<file path="src/source/mipsPkg.sv">
`default_nettype none

package mipsPkg;

    // Machine word and register width
    localparam int DATA_WIDTH = 32;

    //////////////////////////////
    // Instruction encodings
    //////////////////////////////

    typedef enum logic [5:0]
    {
        OP_RTYPE = 6'b000000,
        OP_BEQ   = 6'b000100,
        OP_LW    = 6'b100011,
        OP_SW    = 6'b101011
    } opcodeE;

    // Funct field of the R-type group
    typedef enum logic [5:0]
    {
        FN_ADD = 6'b100000,
        FN_SUB = 6'b100010,
        FN_AND = 6'b100100,
        FN_OR  = 6'b100101,
        FN_SLT = 6'b101010
    } functE;

    //////////////////////////////
    // Datapath control
    //////////////////////////////

    // Class driven by the decoder and refined by funct in the ALU
    typedef enum logic [1:0]
    {
        ALU_ADD_CLASS   = 2'b00,
        ALU_SUB_CLASS   = 2'b01,
        ALU_FUNCT_CLASS = 2'b10
    } aluClassE;

    typedef enum logic [2:0]
    {
        ADD = 3'd0,
        SUB = 3'd1,
        AND = 3'd2,
        OR  = 3'd3,
        SLT = 3'd4
    } aluOpE;

    typedef enum logic [1:0]
    {
        S_FETCH = 2'd0,
        S_EXEC  = 2'd1,
        S_MEM   = 2'd2
    } seqStateE;

endpackage

`default_nettype wire

</file>
<file path="src/source/aluUnit.sv">
`timescale 1ns/10ps
`default_nettype none

module aluUnit
(
    input  wire mipsPkg::aluClassE           i_aluClass,
    input  wire  [5:0]                       i_funct,
    input  wire  [mipsPkg::DATA_WIDTH-1:0]   i_opA,
    input  wire  [mipsPkg::DATA_WIDTH-1:0]   i_opB,
    output logic [mipsPkg::DATA_WIDTH-1:0]   o_result,
    output logic                             o_zero
);

    mipsPkg::aluOpE aluOp;
    logic           opValid;

    //////////////////////////////
    // ALU control
    //////////////////////////////

    always_comb
    begin
        aluOp   = mipsPkg::ADD;
        opValid = 1'b1;
        case (i_aluClass)
            mipsPkg::ALU_ADD_CLASS:   aluOp = mipsPkg::ADD;
            mipsPkg::ALU_SUB_CLASS:   aluOp = mipsPkg::SUB;
            mipsPkg::ALU_FUNCT_CLASS:
            begin
                case (i_funct)
                    mipsPkg::FN_ADD: aluOp = mipsPkg::ADD;
                    mipsPkg::FN_SUB: aluOp = mipsPkg::SUB;
                    mipsPkg::FN_AND: aluOp = mipsPkg::AND;
                    mipsPkg::FN_OR:  aluOp = mipsPkg::OR;
                    mipsPkg::FN_SLT: aluOp = mipsPkg::SLT;
                    default:         opValid = 1'b0;
                endcase
            end
            default:                  opValid = 1'b0;
        endcase
    end

    //////////////////////////////
    // Compute
    //////////////////////////////

    always_comb
    begin
        case (aluOp)
            mipsPkg::ADD: o_result = i_opA + i_opB;
            mipsPkg::SUB: o_result = i_opA - i_opB;
            mipsPkg::AND: o_result = i_opA & i_opB;
            mipsPkg::OR:  o_result = i_opA | i_opB;
            // signed compare
            mipsPkg::SLT: o_result = {{(mipsPkg::DATA_WIDTH-1){1'b0}},
                                      ($signed(i_opA) < $signed(i_opB))};
            default:      o_result = '0;
        endcase
        if (!opValid)
            o_result = '0;
    end

    assign o_zero = (o_result == '0);

endmodule

`default_nettype wire

</file>
<file path="src/source/controlUnit.sv">
`timescale 1ns/10ps
`default_nettype none

module controlUnit
(
    input  wire  [5:0]              i_opcode,
    output logic                    o_regDst,
    output logic                    o_branch,
    output logic                    o_memRead,
    output logic                    o_memToReg,
    output mipsPkg::aluClassE       o_aluClass,
    output logic                    o_memWrite,
    output logic                    o_aluSrc,
    output logic                    o_regWrite
);

    always_comb
    begin
        // Unknown opcodes fall through as no-ops
        o_regDst   = 1'b0;
        o_branch   = 1'b0;
        o_memRead  = 1'b0;
        o_memToReg = 1'b0;
        o_aluClass = mipsPkg::ALU_ADD_CLASS;
        o_memWrite = 1'b0;
        o_aluSrc   = 1'b0;
        o_regWrite = 1'b0;

        case (i_opcode)
            mipsPkg::OP_RTYPE:
            begin
                o_regDst   = 1'b1;
                o_aluClass = mipsPkg::ALU_FUNCT_CLASS;
                o_regWrite = 1'b1;
            end

            mipsPkg::OP_LW:
            begin
                o_memRead  = 1'b1;
                o_memToReg = 1'b1;
                o_aluSrc   = 1'b1;
                o_regWrite = 1'b1;
            end

            mipsPkg::OP_SW:
            begin
                o_memWrite = 1'b1;
                o_aluSrc   = 1'b1;
            end

            mipsPkg::OP_BEQ:
            begin
                o_branch   = 1'b1;
                o_aluClass = mipsPkg::ALU_SUB_CLASS;
            end

            default:
            begin
                o_regWrite = 1'b0;
            end
        endcase
    end

endmodule

`default_nettype wire

</file>
<file path="src/source/coreSequencer.sv">
`timescale 1ns/10ps
`default_nettype none

module coreSequencer
(
    input  wire                 i_clk,
    input  wire                 i_rst,
    input  wire                 i_instrValid,
    input  wire                 i_branch,
    input  wire                 i_zero,
    input  wire                 i_memRead,
    input  wire                 i_memWrite,
    input  wire                 i_lsDone,
    output logic                o_take,
    output logic                o_lsStart,
    output logic                o_redirect,
    output mipsPkg::seqStateE   o_state
);

    mipsPkg::seqStateE state;
    mipsPkg::seqStateE stateNext;

    always_comb
    begin
        stateNext  = state;
        o_take     = 1'b0;
        o_lsStart  = 1'b0;
        o_redirect = 1'b0;

        case (state)
            mipsPkg::S_FETCH:
            begin
                if (i_instrValid)
                begin
                    o_take    = 1'b1;
                    stateNext = mipsPkg::S_EXEC;
                end
            end

            mipsPkg::S_EXEC:
            begin
                o_redirect = i_branch && i_zero;
                if (i_memRead || i_memWrite)
                begin
                    o_lsStart = 1'b1;
                    stateNext = mipsPkg::S_MEM;
                end
                else
                begin
                    stateNext = mipsPkg::S_FETCH;
                end
            end

            // Held here until the load/store unit reports back
            mipsPkg::S_MEM:
            begin
                if (i_lsDone)
                    stateNext = mipsPkg::S_FETCH;
            end

            default:
            begin
                stateNext = mipsPkg::S_FETCH;
            end
        endcase
    end

    always_ff @(posedge i_clk)
    begin
        if (i_rst)
            state <= mipsPkg::S_FETCH;
        else
            state <= stateNext;
    end

    assign o_state = state;

endmodule

`default_nettype wire

</file>
<file path="src/source/fetchUnit.sv">
`timescale 1ns/10ps
`default_nettype none

module fetchUnit
#(
    parameter int                    ADDR_WIDTH = 10,
    parameter logic [ADDR_WIDTH-1:0] RESET_PC   = '0
)
(
    input  wire                              i_clk,
    input  wire                              i_rst,
    input  wire                              i_take,
    input  wire                              i_redirect,
    input  wire  [ADDR_WIDTH-1:0]            i_target,
    output logic                             o_instrValid,
    output logic [mipsPkg::DATA_WIDTH-1:0]   o_instr,
    output logic [ADDR_WIDTH-1:0]            o_pc,
    output logic                             o_fetchReq,
    output logic [ADDR_WIDTH-1:0]            o_fetchAddr,
    input  wire                              i_fetchAck,
    input  wire  [mipsPkg::DATA_WIDTH-1:0]   i_fetchData
);

    logic                             reqActive;
    logic                             discard;
    logic                             startReq;
    logic [ADDR_WIDTH-1:0]            startPc;
    logic [ADDR_WIDTH-1:0]            nextPc;
    logic [ADDR_WIDTH-1:0]            reqPc;
    logic                             bufValid;
    logic [mipsPkg::DATA_WIDTH-1:0]   bufInstr;
    logic [ADDR_WIDTH-1:0]            bufPc;

    // New fetch once the buffer is free and nothing is in flight
    assign startReq = !reqActive && (!bufValid || i_take || i_redirect);
    assign startPc  = i_redirect ? i_target : nextPc;

    always_ff @(posedge i_clk)
    begin
        if (i_rst)
        begin
            reqActive <= 1'b0;
            discard   <= 1'b0;
            bufValid  <= 1'b0;
            nextPc    <= RESET_PC;
        end
        else
        begin
            if (i_fetchAck)
            begin
                reqActive <= 1'b0;
                discard   <= 1'b0;
            end
            if (startReq)
            begin
                reqActive <= 1'b1;
                nextPc    <= startPc + ADDR_WIDTH'(4);
            end
            else if (i_redirect)
            begin
                // Old-path fetch still pending so its word is dropped later
                nextPc  <= i_target;
                discard <= !i_fetchAck;
            end

            if (i_take || i_redirect)
                bufValid <= 1'b0;
            if (i_fetchAck && !discard && !i_redirect)
                bufValid <= 1'b1;
        end
    end

    always_ff @(posedge i_clk)
    begin
        if (startReq)
            reqPc <= startPc;
        if (i_fetchAck)
        begin
            bufInstr <= i_fetchData;
            bufPc    <= reqPc;
        end
        // Instruction register for the sequencer
        if (i_take)
        begin
            o_instr <= bufInstr;
            o_pc    <= bufPc;
        end
    end

    assign o_instrValid = bufValid;
    assign o_fetchReq   = reqActive;
    assign o_fetchAddr  = reqPc;

endmodule

`default_nettype wire

</file>
<file path="src/source/loadStoreUnit.sv">
`timescale 1ns/10ps
`default_nettype none

module loadStoreUnit
#(
    parameter int ADDR_WIDTH = 10
)
(
    input  wire                              i_clk,
    input  wire                              i_rst,
    input  wire                              i_start,
    input  wire                              i_write,
    input  wire  [ADDR_WIDTH-1:0]            i_addr,
    input  wire  [mipsPkg::DATA_WIDTH-1:0]   i_wData,
    output logic                             o_lsReq,
    output logic                             o_lsWe,
    output logic [ADDR_WIDTH-1:0]            o_lsAddr,
    output logic [mipsPkg::DATA_WIDTH-1:0]   o_lsWData,
    input  wire                              i_lsAck,
    input  wire  [mipsPkg::DATA_WIDTH-1:0]   i_lsRData,
    output logic                             o_lsDone,
    output logic [mipsPkg::DATA_WIDTH-1:0]   o_loadData
);

    always_ff @(posedge i_clk)
    begin
        if (i_rst)
        begin
            o_lsReq  <= 1'b0;
            o_lsWe   <= 1'b0;
            o_lsDone <= 1'b0;
        end
        else
        begin
            // Done one cycle after the acknowledge
            o_lsDone <= i_lsAck;
            if (i_start)
            begin
                o_lsReq <= 1'b1;
                o_lsWe  <= i_write;
            end
            else if (i_lsAck)
            begin
                o_lsReq <= 1'b0;
            end
        end
    end

    always_ff @(posedge i_clk)
    begin
        if (i_start)
        begin
            o_lsAddr  <= i_addr;
            o_lsWData <= i_wData;
        end
        if (i_lsAck)
            o_loadData <= i_lsRData;
    end

endmodule

`default_nettype wire

</file>
<file path="src/source/memArbiter.sv">
`timescale 1ns/10ps
`default_nettype none

module memArbiter
#(
    parameter int ADDR_WIDTH = 10
)
(
    input  wire                              i_clk,
    input  wire                              i_rst,
    // Fetch peer
    input  wire                              i_fetchReq,
    input  wire  [ADDR_WIDTH-1:0]            i_fetchAddr,
    output logic                             o_fetchAck,
    output logic [mipsPkg::DATA_WIDTH-1:0]   o_fetchRData,
    // Load/store peer
    input  wire                              i_lsReq,
    input  wire                              i_lsWe,
    input  wire  [ADDR_WIDTH-1:0]            i_lsAddr,
    input  wire  [mipsPkg::DATA_WIDTH-1:0]   i_lsWData,
    output logic                             o_lsAck,
    output logic [mipsPkg::DATA_WIDTH-1:0]   o_lsRData,
    // External memory
    output logic                             o_memReq,
    output logic                             o_memWe,
    output logic [ADDR_WIDTH-1:0]            o_memAddr,
    output logic [mipsPkg::DATA_WIDTH-1:0]   o_memWData,
    input  wire                              i_memAck,
    input  wire  [mipsPkg::DATA_WIDTH-1:0]   i_memRData
);

    logic busy;
    logic ownerLs;
    logic grantLs;

    // Idle port goes to load/store first and a busy port stays with its owner
    assign grantLs = busy ? ownerLs : i_lsReq;

    assign o_memReq   = grantLs ? i_lsReq : i_fetchReq;
    assign o_memWe    = grantLs && i_lsWe;
    assign o_memAddr  = grantLs ? i_lsAddr : i_fetchAddr;
    assign o_memWData = i_lsWData;

    assign o_lsAck      = i_memAck && grantLs;
    assign o_fetchAck   = i_memAck && !grantLs;
    assign o_lsRData    = i_memRData;
    assign o_fetchRData = i_memRData;

    always_ff @(posedge i_clk)
    begin
        if (i_rst)
        begin
            busy    <= 1'b0;
            ownerLs <= 1'b0;
        end
        else if (i_memAck)
        begin
            busy <= 1'b0;
        end
        else if (!busy && o_memReq)
        begin
            busy    <= 1'b1;
            ownerLs <= grantLs;
        end
    end

endmodule

`default_nettype wire

</file>
<file path="src/source/regFile.sv">
`timescale 1ns/10ps
`default_nettype none

module regFile
(
    input  wire                              i_clk,
    input  wire                              i_rst,
    input  wire  [4:0]                       i_rdAddrA,
    input  wire  [4:0]                       i_rdAddrB,
    output logic [mipsPkg::DATA_WIDTH-1:0]   o_rdDataA,
    output logic [mipsPkg::DATA_WIDTH-1:0]   o_rdDataB,
    input  wire                              i_we,
    input  wire  [4:0]                       i_wrAddr,
    input  wire  [mipsPkg::DATA_WIDTH-1:0]   i_wrData
);

    logic [mipsPkg::DATA_WIDTH-1:0] regs [32];

    always_ff @(posedge i_clk)
    begin
        if (i_rst)
        begin
            for (int i = 0; i < 32; i++)
                regs[i] <= '0;
        end
        // r0 is never written so it reads as zero
        else if (i_we && (i_wrAddr != 5'd0))
        begin
            regs[i_wrAddr] <= i_wrData;
        end
    end

    assign o_rdDataA = regs[i_rdAddrA];
    assign o_rdDataB = regs[i_rdAddrB];

endmodule

`default_nettype wire

</file>
<file path="src/source/mipsCore.sv">
`timescale 1ns/10ps
`default_nettype none

module mipsCore
#(
    parameter int                    ADDR_WIDTH = 10,
    parameter logic [ADDR_WIDTH-1:0] RESET_PC   = '0
)
(
    input  wire                                 i_clk,
    input  wire                                 i_rst,
    output logic                                o_memReq,
    output logic                                o_memWe,
    output logic [ADDR_WIDTH-1:0]               o_memAddr,
    output logic [mipsPkg::DATA_WIDTH-1:0]      o_memWData,
    input  wire                                 i_memAck,
    input  wire  [mipsPkg::DATA_WIDTH-1:0]      i_memRData
);

    localparam int DW = mipsPkg::DATA_WIDTH;

    // Fetch side
    logic                  instrValid;
    logic [DW-1:0]         instr;
    logic [ADDR_WIDTH-1:0] pc;
    logic                  take;
    logic                  redirect;
    logic                  fetchReq;
    logic [ADDR_WIDTH-1:0] fetchAddr;
    logic                  fetchAck;
    logic [DW-1:0]         fetchRData;

    // Decoded controls
    logic                  regDst;
    logic                  branch;
    logic                  memRead;
    logic                  memToReg;
    mipsPkg::aluClassE     aluClass;
    logic                  memWrite;
    logic                  aluSrc;
    logic                  regWrite;
    mipsPkg::seqStateE     state;

    // Datapath
    logic [DW-1:0]         rdDataA;
    logic [DW-1:0]         rdDataB;
    logic [4:0]            wrAddr;
    logic [DW-1:0]         wrData;
    logic                  regWe;
    logic [DW-1:0]         signExt;
    logic [DW-1:0]         aluOpB;
    logic [DW-1:0]         aluResult;
    logic                  zero;
    logic [DW-1:0]         pcPlus4;
    logic [DW-1:0]         branchTarget;

    // Load/store side
    logic                  lsStart;
    logic                  lsDone;
    logic                  lsReq;
    logic                  lsWe;
    logic [ADDR_WIDTH-1:0] lsAddr;
    logic [DW-1:0]         lsWData;
    logic                  lsAck;
    logic [DW-1:0]         lsRData;
    logic [DW-1:0]         loadData;

    //////////////////////////////
    // Glue
    //////////////////////////////

    assign signExt      = {{(DW-16){instr[15]}}, instr[15:0]};
    assign pcPlus4      = {{(DW-ADDR_WIDTH){1'b0}}, pc} + DW'(4);
    assign branchTarget = pcPlus4 + {signExt[DW-3:0], 2'b00};

    // Offset operand for LW and SW and register rt otherwise
    assign aluOpB = aluSrc ? signExt : rdDataB;

    // R-type writes in S_EXEC and LW when the load word arrives
    assign wrAddr = regDst ? instr[15:11] : instr[20:16];
    assign wrData = memToReg ? loadData : aluResult;
    assign regWe  = regWrite && (memToReg ? lsDone : (state == mipsPkg::S_EXEC));

    fetchUnit
    #(
        .ADDR_WIDTH (ADDR_WIDTH),
        .RESET_PC   (RESET_PC)
    )
    u_fetch
    (
        .i_clk        (i_clk),
        .i_rst        (i_rst),
        .i_take       (take),
        .i_redirect   (redirect),
        .i_target     (branchTarget[ADDR_WIDTH-1:0]),
        .o_instrValid (instrValid),
        .o_instr      (instr),
        .o_pc         (pc),
        .o_fetchReq   (fetchReq),
        .o_fetchAddr  (fetchAddr),
        .i_fetchAck   (fetchAck),
        .i_fetchData  (fetchRData)
    );

    controlUnit u_control
    (
        .i_opcode   (instr[31:26]),
        .o_regDst   (regDst),
        .o_branch   (branch),
        .o_memRead  (memRead),
        .o_memToReg (memToReg),
        .o_aluClass (aluClass),
        .o_memWrite (memWrite),
        .o_aluSrc   (aluSrc),
        .o_regWrite (regWrite)
    );

    coreSequencer u_seq
    (
        .i_clk        (i_clk),
        .i_rst        (i_rst),
        .i_instrValid (instrValid),
        .i_branch     (branch),
        .i_zero       (zero),
        .i_memRead    (memRead),
        .i_memWrite   (memWrite),
        .i_lsDone     (lsDone),
        .o_take       (take),
        .o_lsStart    (lsStart),
        .o_redirect   (redirect),
        .o_state      (state)
    );

    regFile u_regs
    (
        .i_clk     (i_clk),
        .i_rst     (i_rst),
        .i_rdAddrA (instr[25:21]),
        .i_rdAddrB (instr[20:16]),
        .o_rdDataA (rdDataA),
        .o_rdDataB (rdDataB),
        .i_we      (regWe),
        .i_wrAddr  (wrAddr),
        .i_wrData  (wrData)
    );

    aluUnit u_alu
    (
        .i_aluClass (aluClass),
        .i_funct    (instr[5:0]),
        .i_opA      (rdDataA),
        .i_opB      (aluOpB),
        .o_result   (aluResult),
        .o_zero     (zero)
    );

    loadStoreUnit #(.ADDR_WIDTH(ADDR_WIDTH)) u_ls
    (
        .i_clk      (i_clk),
        .i_rst      (i_rst),
        .i_start    (lsStart),
        .i_write    (memWrite),
        .i_addr     (aluResult[ADDR_WIDTH-1:0]),
        .i_wData    (rdDataB),
        .o_lsReq    (lsReq),
        .o_lsWe     (lsWe),
        .o_lsAddr   (lsAddr),
        .o_lsWData  (lsWData),
        .i_lsAck    (lsAck),
        .i_lsRData  (lsRData),
        .o_lsDone   (lsDone),
        .o_loadData (loadData)
    );

    memArbiter #(.ADDR_WIDTH(ADDR_WIDTH)) u_arb
    (
        .i_clk        (i_clk),
        .i_rst        (i_rst),
        .i_fetchReq   (fetchReq),
        .i_fetchAddr  (fetchAddr),
        .o_fetchAck   (fetchAck),
        .o_fetchRData (fetchRData),
        .i_lsReq      (lsReq),
        .i_lsWe       (lsWe),
        .i_lsAddr     (lsAddr),
        .i_lsWData    (lsWData),
        .o_lsAck      (lsAck),
        .o_lsRData    (lsRData),
        .o_memReq     (o_memReq),
        .o_memWe      (o_memWe),
        .o_memAddr    (o_memAddr),
        .o_memWData   (o_memWData),
        .i_memAck     (i_memAck),
        .i_memRData   (i_memRData)
    );

endmodule

`default_nettype wire

</file>
<file path="config.mk">
export PLATFORM = sky130hd
export DESIGN_NAME = mipsCore
export DESIGN_NICKNAME = d
export VERILOG_FILES = /design/src/source/mipsPkg.sv /design/src/source/aluUnit.sv /design/src/source/controlUnit.sv /design/src/source/coreSequencer.sv /design/src/source/fetchUnit.sv /design/src/source/loadStoreUnit.sv /design/src/source/memArbiter.sv /design/src/source/regFile.sv /design/src/source/mipsCore.sv
export SDC_FILE = /design/constraint.sdc
export NUM_CORES = 2
export LEC_CHECK = 0
export BUFFER_PORTS_ARGS = -buffer_cell sky130_fd_sc_hd__buf_2
export CAP_MARGIN = 20
export CORE_UTILIZATION = 60
export CTS_CLUSTER_SIZE = 24
export DETAILED_ROUTE_END_ITERATION = 16
export GPL_TIMING_DRIVEN = 0
export PLACE_DENSITY = 0.76
export SYNTH_ARGS = -nofsm -noshare
export SYNTH_HDL_FRONTEND = slang
export SYNTH_HIERARCHICAL = 1
export SYNTH_SLANG_ARGS = --single-unit
</file>
<file path="constraint.sdc">
create_clock -name i_clk -period 6.9 [get_ports i_clk]
set_input_delay 1.38 -clock i_clk [delete_from_list [all_inputs] [get_ports i_clk]]
set_output_delay 1.38 -clock i_clk [all_outputs]
set_load 0.02 [all_outputs]
</file>
Word level (Yosys, flattened, before mapping)
Memory sizes are Yosys's and may differ from the RTL's. A register that Yosys moved wholly into a read port is not among the register bits.
Index checks and enable logic that the tools add are counted.
Word-level totals
  input bits: 35
  bits in registers: 188
  memory bits (writable): 1024
  memories kept: 1
  output and inout port bits: 44
Memories
  u_regs.regs: words 32, width 32, rd ports 2, clocked after Yosys merged registers in 2, wr ports 32, RTL line regFile.sv:17  | logic [mipsPkg::DATA_WIDTH-1:0] regs [32];
Operators by class
  $add $sub $neg: 5
  equality and inequality tests: 18
  magnitude comparators: 1
  reductions and logical operators: 38
  bitwise gates (word level): 3
  muxes and demuxes: 50
Operators with widths (number)
  $pmux W32 S5: 1
  $mux W32: 4
  $eq A6 B6 Y1 const B: 7
  $add A32 B32 Y32: 1
  $and A32 B32 Y32: 1
  $logic_not A32 Y1: 1
  $lt A32 B32 Y1: 1
  $or A32 B32 Y32: 1
  $reduce_or A32 Y1: 1
  $sub A32 B32 Y32: 1
  $mux W1: 30
  $mux W10: 3
  $add A10 B3 Y10 const B: 2
  $mux W5: 4
  $pmux W3 S4: 1
  $add A10 B10 Y10: 1
  $logic_and A1 B1 Y1: 10
  $reduce_or A2 Y1: 4
  $logic_not A1 Y1: 7
  $eq A3 B2 Y1 const B: 2
  $eq A6 B3 Y1 const B: 1
  $logic_not A6 Y1: 1
  $mux W2: 3
  $pmux W2 S3: 1
  other kinds (17): 26

Longest topological paths before layout
  word-level depth: 13
  depth in mapped cells: 32
  mapped depth without buffers: 27

Modules after synthesis
The synthesis kept the hierarchy.
Modules (own cells, without submodules)
  regFile: area an instance 55947.4 µm², instances 1, cells each 4605
  aluUnit: area an instance 5555.3 µm², instances 1, cells each 850
  fetchUnit: area an instance 3517.1 µm², instances 1, cells each 167
  loadStoreUnit: area an instance 2321.0 µm², instances 1, cells each 83
  mipsCore: area an instance 1166.1 µm², instances 1, cells each 143
  memArbiter: area an instance 1007.2 µm², instances 1, cells each 122
  coreSequencer: area an instance 103.8 µm², instances 1, cells each 11
  controlUnit: area an instance 97.6 µm², instances 1, cells each 13

Worst setup path before layout
No wires, ideal clock.
  kind: reg2reg
  from: reg u_fetch/o_instr[16] (netlist name)
  to: reg u_fetch.nextPc[6]
  slack: 0.586 ns
  clock period less this slack: 6.314 ns
  cell stages (with the launch flop): 30
  path buffers: 4
  arrival: 6.236 ns
  cell sequence: edfxtp_1 > nor2_1 > buf_2 > clkbuf_1 > buf_2 > nand2_1 > a31oi_1 > nand3_1 > mux2_2 > ha_1 > fa_1 > a211oi_1 > o21ai_2 > a21oi_1 > o21ai_1 > xnor2_1 > a221oi_2 > a31oi_1 > or4_1 > or4_1 > nor4_1 > and4b_1 > and3_1 > buf_6 > mux2i_1 > inv_1 > ha_1 > nor4b_2 > and3_1 > nor3_1
RTL lines
  end signal: assignment: RTL line fetchUnit.sv:57  | nextPc <= startPc + ADDR_WIDTH'(4);
  end signal: assignment: RTL line fetchUnit.sv:62  | nextPc <= i_target;
  end: declaration: RTL line fetchUnit.sv:28  | logic [ADDR_WIDTH-1:0] nextPc;

==> metrics <==
largest net degree at the start of global routing=35; vias in the first global route=50570; Post-Syn Area=~70000 sq um; yosys warns=6; CP Launch Type=flip-flop; FF+latch count, synth=~1200; initial antenna violation count=11; share of the synthesized area in the top cell type=between 50% and 60%; Final Setup Violations=34; required time worst endpoint=approximately 7.5 ns; vias per cell=6.803; Detailed Route WL=roughly 270000 um; pre-CTS setup slack=-3.132 ns; initial detailed-routing violation count=around 8000; RSZ-0062 raised after global routing=true; Final Max Tran Viols=0; library cells used by synthesis=about 110; Critical Path Sink Type=flip-flop; GPL Wtd Cong=about 1; final cell count without fillers=approximately 8000; ys async rst share=0%; Seq/Total Area, Yosys=roughly half; pwr dens=about 260 nW/um^2; synth cell count leaders=edfxtp_1, mux2i_1, and2_1, a21oi_1, nand2_1; CTS Buffer Depth=3; first-pass GRT wire length=between 300000 and 400000 um; drt wl/cell=between 30 and 40 um; count leader, synth=edfxtp_1; Worst path max stage delay=0.55 ns; Rows=about 120; CTS root buf=clkbuf_16; area of the die=117600 sq um; Mean Syn Cell Area=between 10 and 15 sq um; GR Util All Layers=around 44%; total CTS buffers=around 140; CP top delay family=simple AND/OR/NAND/NOR gates; Layout area overhead=15.06%; failing checks=setup timing; Syn Inst Count=between 5000 and 6000; clock skew=0.03240 ns; Final Hold Viols=0; worst skew pair latency=between 0.7 and 0.8 ns; IO Pins=79; HPWL Detailed=roughly 190000 um; leakage=~33 nW; worst hold-check path type=flip-flop to flip-flop; relative slew slack=16.80%; H-tree levels=4; Port Buffers=46; Max Freq=130.3 MHz; CTS tree=built; Synth Flop Type=edfxtp_1; drt first pass iters=8; CTS sink count=~1200; Final min period=roughly 7.7 ns; Setup CP Type=flip-flop to flip-flop; routed vias=about 54000; Initial Util=between 60 and 70%; post-route setup slack=-0.7723 ns; fin crit share=111.2%; slowest cell on the critical path=edfxtp_1; cell total after placement=around 7600; global route overflow=0; CP arrival=approximately 8.3 ns; status=complete, but fails checks; Max Cap Viol=0; DRC=0; NumNets Final=between 6000 and 7000; Die Ht=about 340 um; crit-path max FO=10; synth top area cells=edfxtp_1, mux2i_1, and2_1; die width=between 300 and 400 um; layout cells sized above 1=a little under a fifth; Worst-Margin Slew=1.248 ns; antenna-violating nets left=0; cell taking the most area after synthesis=edfxtp_1; area of the core=114800 sq um; EDFF count, synth=1192; final setup TNS=-15.01 ns; Clk pin slew, worst setup/hold paths=0.06 ns; VDD IR max=0.0002299 V; WP buf/inv=7
[logic make-up (layout without fill, tap and decap cells)]
kind of cell               count (synthesis)  in the layout  share of synthesized area, %
AOI/OAI and AO/OA                        919            919                         8.945
adders and majority gates                132            132                         2.401
xor gates and xnor gates                  19             19                        0.2387
muxes                                   1107           1107                         16.07
DFF                                     1212           1212                         51.92
buffers and inverters                    735           1121                         5.327
other                                      1             40                      0.005379
and+or+nand+nor                         1869           1880                         15.10
[placed cells by master, fill, tap and decap left out, types with 31 or more instances in the layout]
cell / count
or2_4: 33
clkinv_1: 33
nand3_2: 34
mux2_2: 54
conb_1: 32
buf_4: 249
mux2i_1: 1029
a21oi_1: 284
and2_1: 1003
ha_1: 116
clkbuf_4: 31
o21ai_0: 42
a22oi_1: 190
nor2_1: 126
nand2_1: 251
inv_1: 124
clkbuf_2: 67
clkbuf_16: 144
buf_12: 31
nor3_1: 60
edfxtp_1: 1192
a22o_1: 122
a31oi_2: 32
nand3_1: 164
clkbuf_1: 180
buf_2: 143
buf_6: 41
[worst reg2reg max path: cells and delay by family (launching register included)]
kind / cells / cell delay (ns)
compound gates: 7 / 2.09
flops: 1 / 0.55
mux: 2 / 0.43
simple gates: 11 / 2.88
fa+ha+maj: 1 / 0.13
buf+inv: 7 / 1.47
[flip-flops by register name, summed over array words and instances, names as in the netlist, 2 cells and up]
signal,cells
u_ls/o_loadData,32
u_seq/o_state,2
u_ls/o_lsWData,32
u_regs/regs,1024
u_fetch/o_instr,32
u_ls/o_lsAddr,10
u_fetch/o_fetchAddr,10
u_fetch/bufInstr,32
u_fetch/nextPc,10
u_fetch/o_pc,10
u_fetch/bufPc,10
[path summary, 6_finish.rpt]
check | startpoint | endpoint | slack [ns] | cells past startpoint
max | u_fetch/o_instr[23]$_DFFE_PP_ | u_fetch/nextPc[9]$_SDFF_PP0_ | -0.77 | 28
min | u_fetch/bufInstr[23]$_DFFE_PP_ | u_fetch/o_instr[23]$_DFFE_PP_ | 0.41 | 0
max reg2reg | u_fetch/o_instr[23]$_DFFE_PP_ | u_fetch/nextPc[9]$_SDFF_PP0_ | -0.77 | 28
min reg2reg | u_fetch/bufInstr[23]$_DFFE_PP_ | u_fetch/o_instr[23]$_DFFE_PP_ | 0.41 | 0
[power breakdown]
part	leakage [nW]	total, mW	switching [mW]	internal, mW
Sequential	12.3	8.52	0.155	8.36
Clock	2.06	7.01	3.02	3.99
Combinational	18.3	5.39	3.80	1.58
Total	32.7	20.9	6.98	13.9
[layer usage]
layer  GRT usage [%]  vias up  wire, um  share of wire, %
met2           63.66     4048    112300                42
li1                -    22490         -                 -
met4           31.94        0     22980               8.6
met3           10.41      880     33660                13
met1           57.57    26620     97560                37
met5          0.4006        -         0                 0
[stage by stage]
| stage | power, mW | instance area (sq um) | util [%] | hold WS [ns] |
|---|---|---|---|---|
| after floorplan | 11.24 | 69830 | - | 0.4003 |
| after global placement | 13.19 | 71950 | 62.67 | 0.4001 |
| after detailed placement | 13.27 | 72130 | 62.82 | 0.4045 |
| after CTS | 20.53 | 79130 | 68.92 | 0.4131 |
| after global routing | 21.32 | 80200 | 69.85 | 0.4142 |
| final | 20.91 | 80210 | 69.86 | 0.4119 |
[what timing repair did]
| action | 4_1_cts | 5_1_grt |
|---|---|---|
| pin swaps | 46 | 49 |
| buffers inserted | 64 | 31 |
| gates cloned | 2 | 12 |
| hold buffers | 0 | 0 |
| gates resized for setup | 544 | 181 |
| endpoints found under the hold margin | 0 | 0 |
| endpoints found under the setup margin | 828 | 937 |
[layout make-up]
cell class	count	area, sq um
diodes	8	20.02
plain buffers	594	3968
clock buffers	164	3656
clock inverters	74	563.0
fillers	8343	34600
inverters	133	504.2
multi-input cells	4089	32090
flip-flops and latches	1212	36190
well taps	1512	1892
repair buffers	156	1323
No activity file was read; power rests on OpenSTA's default activity.
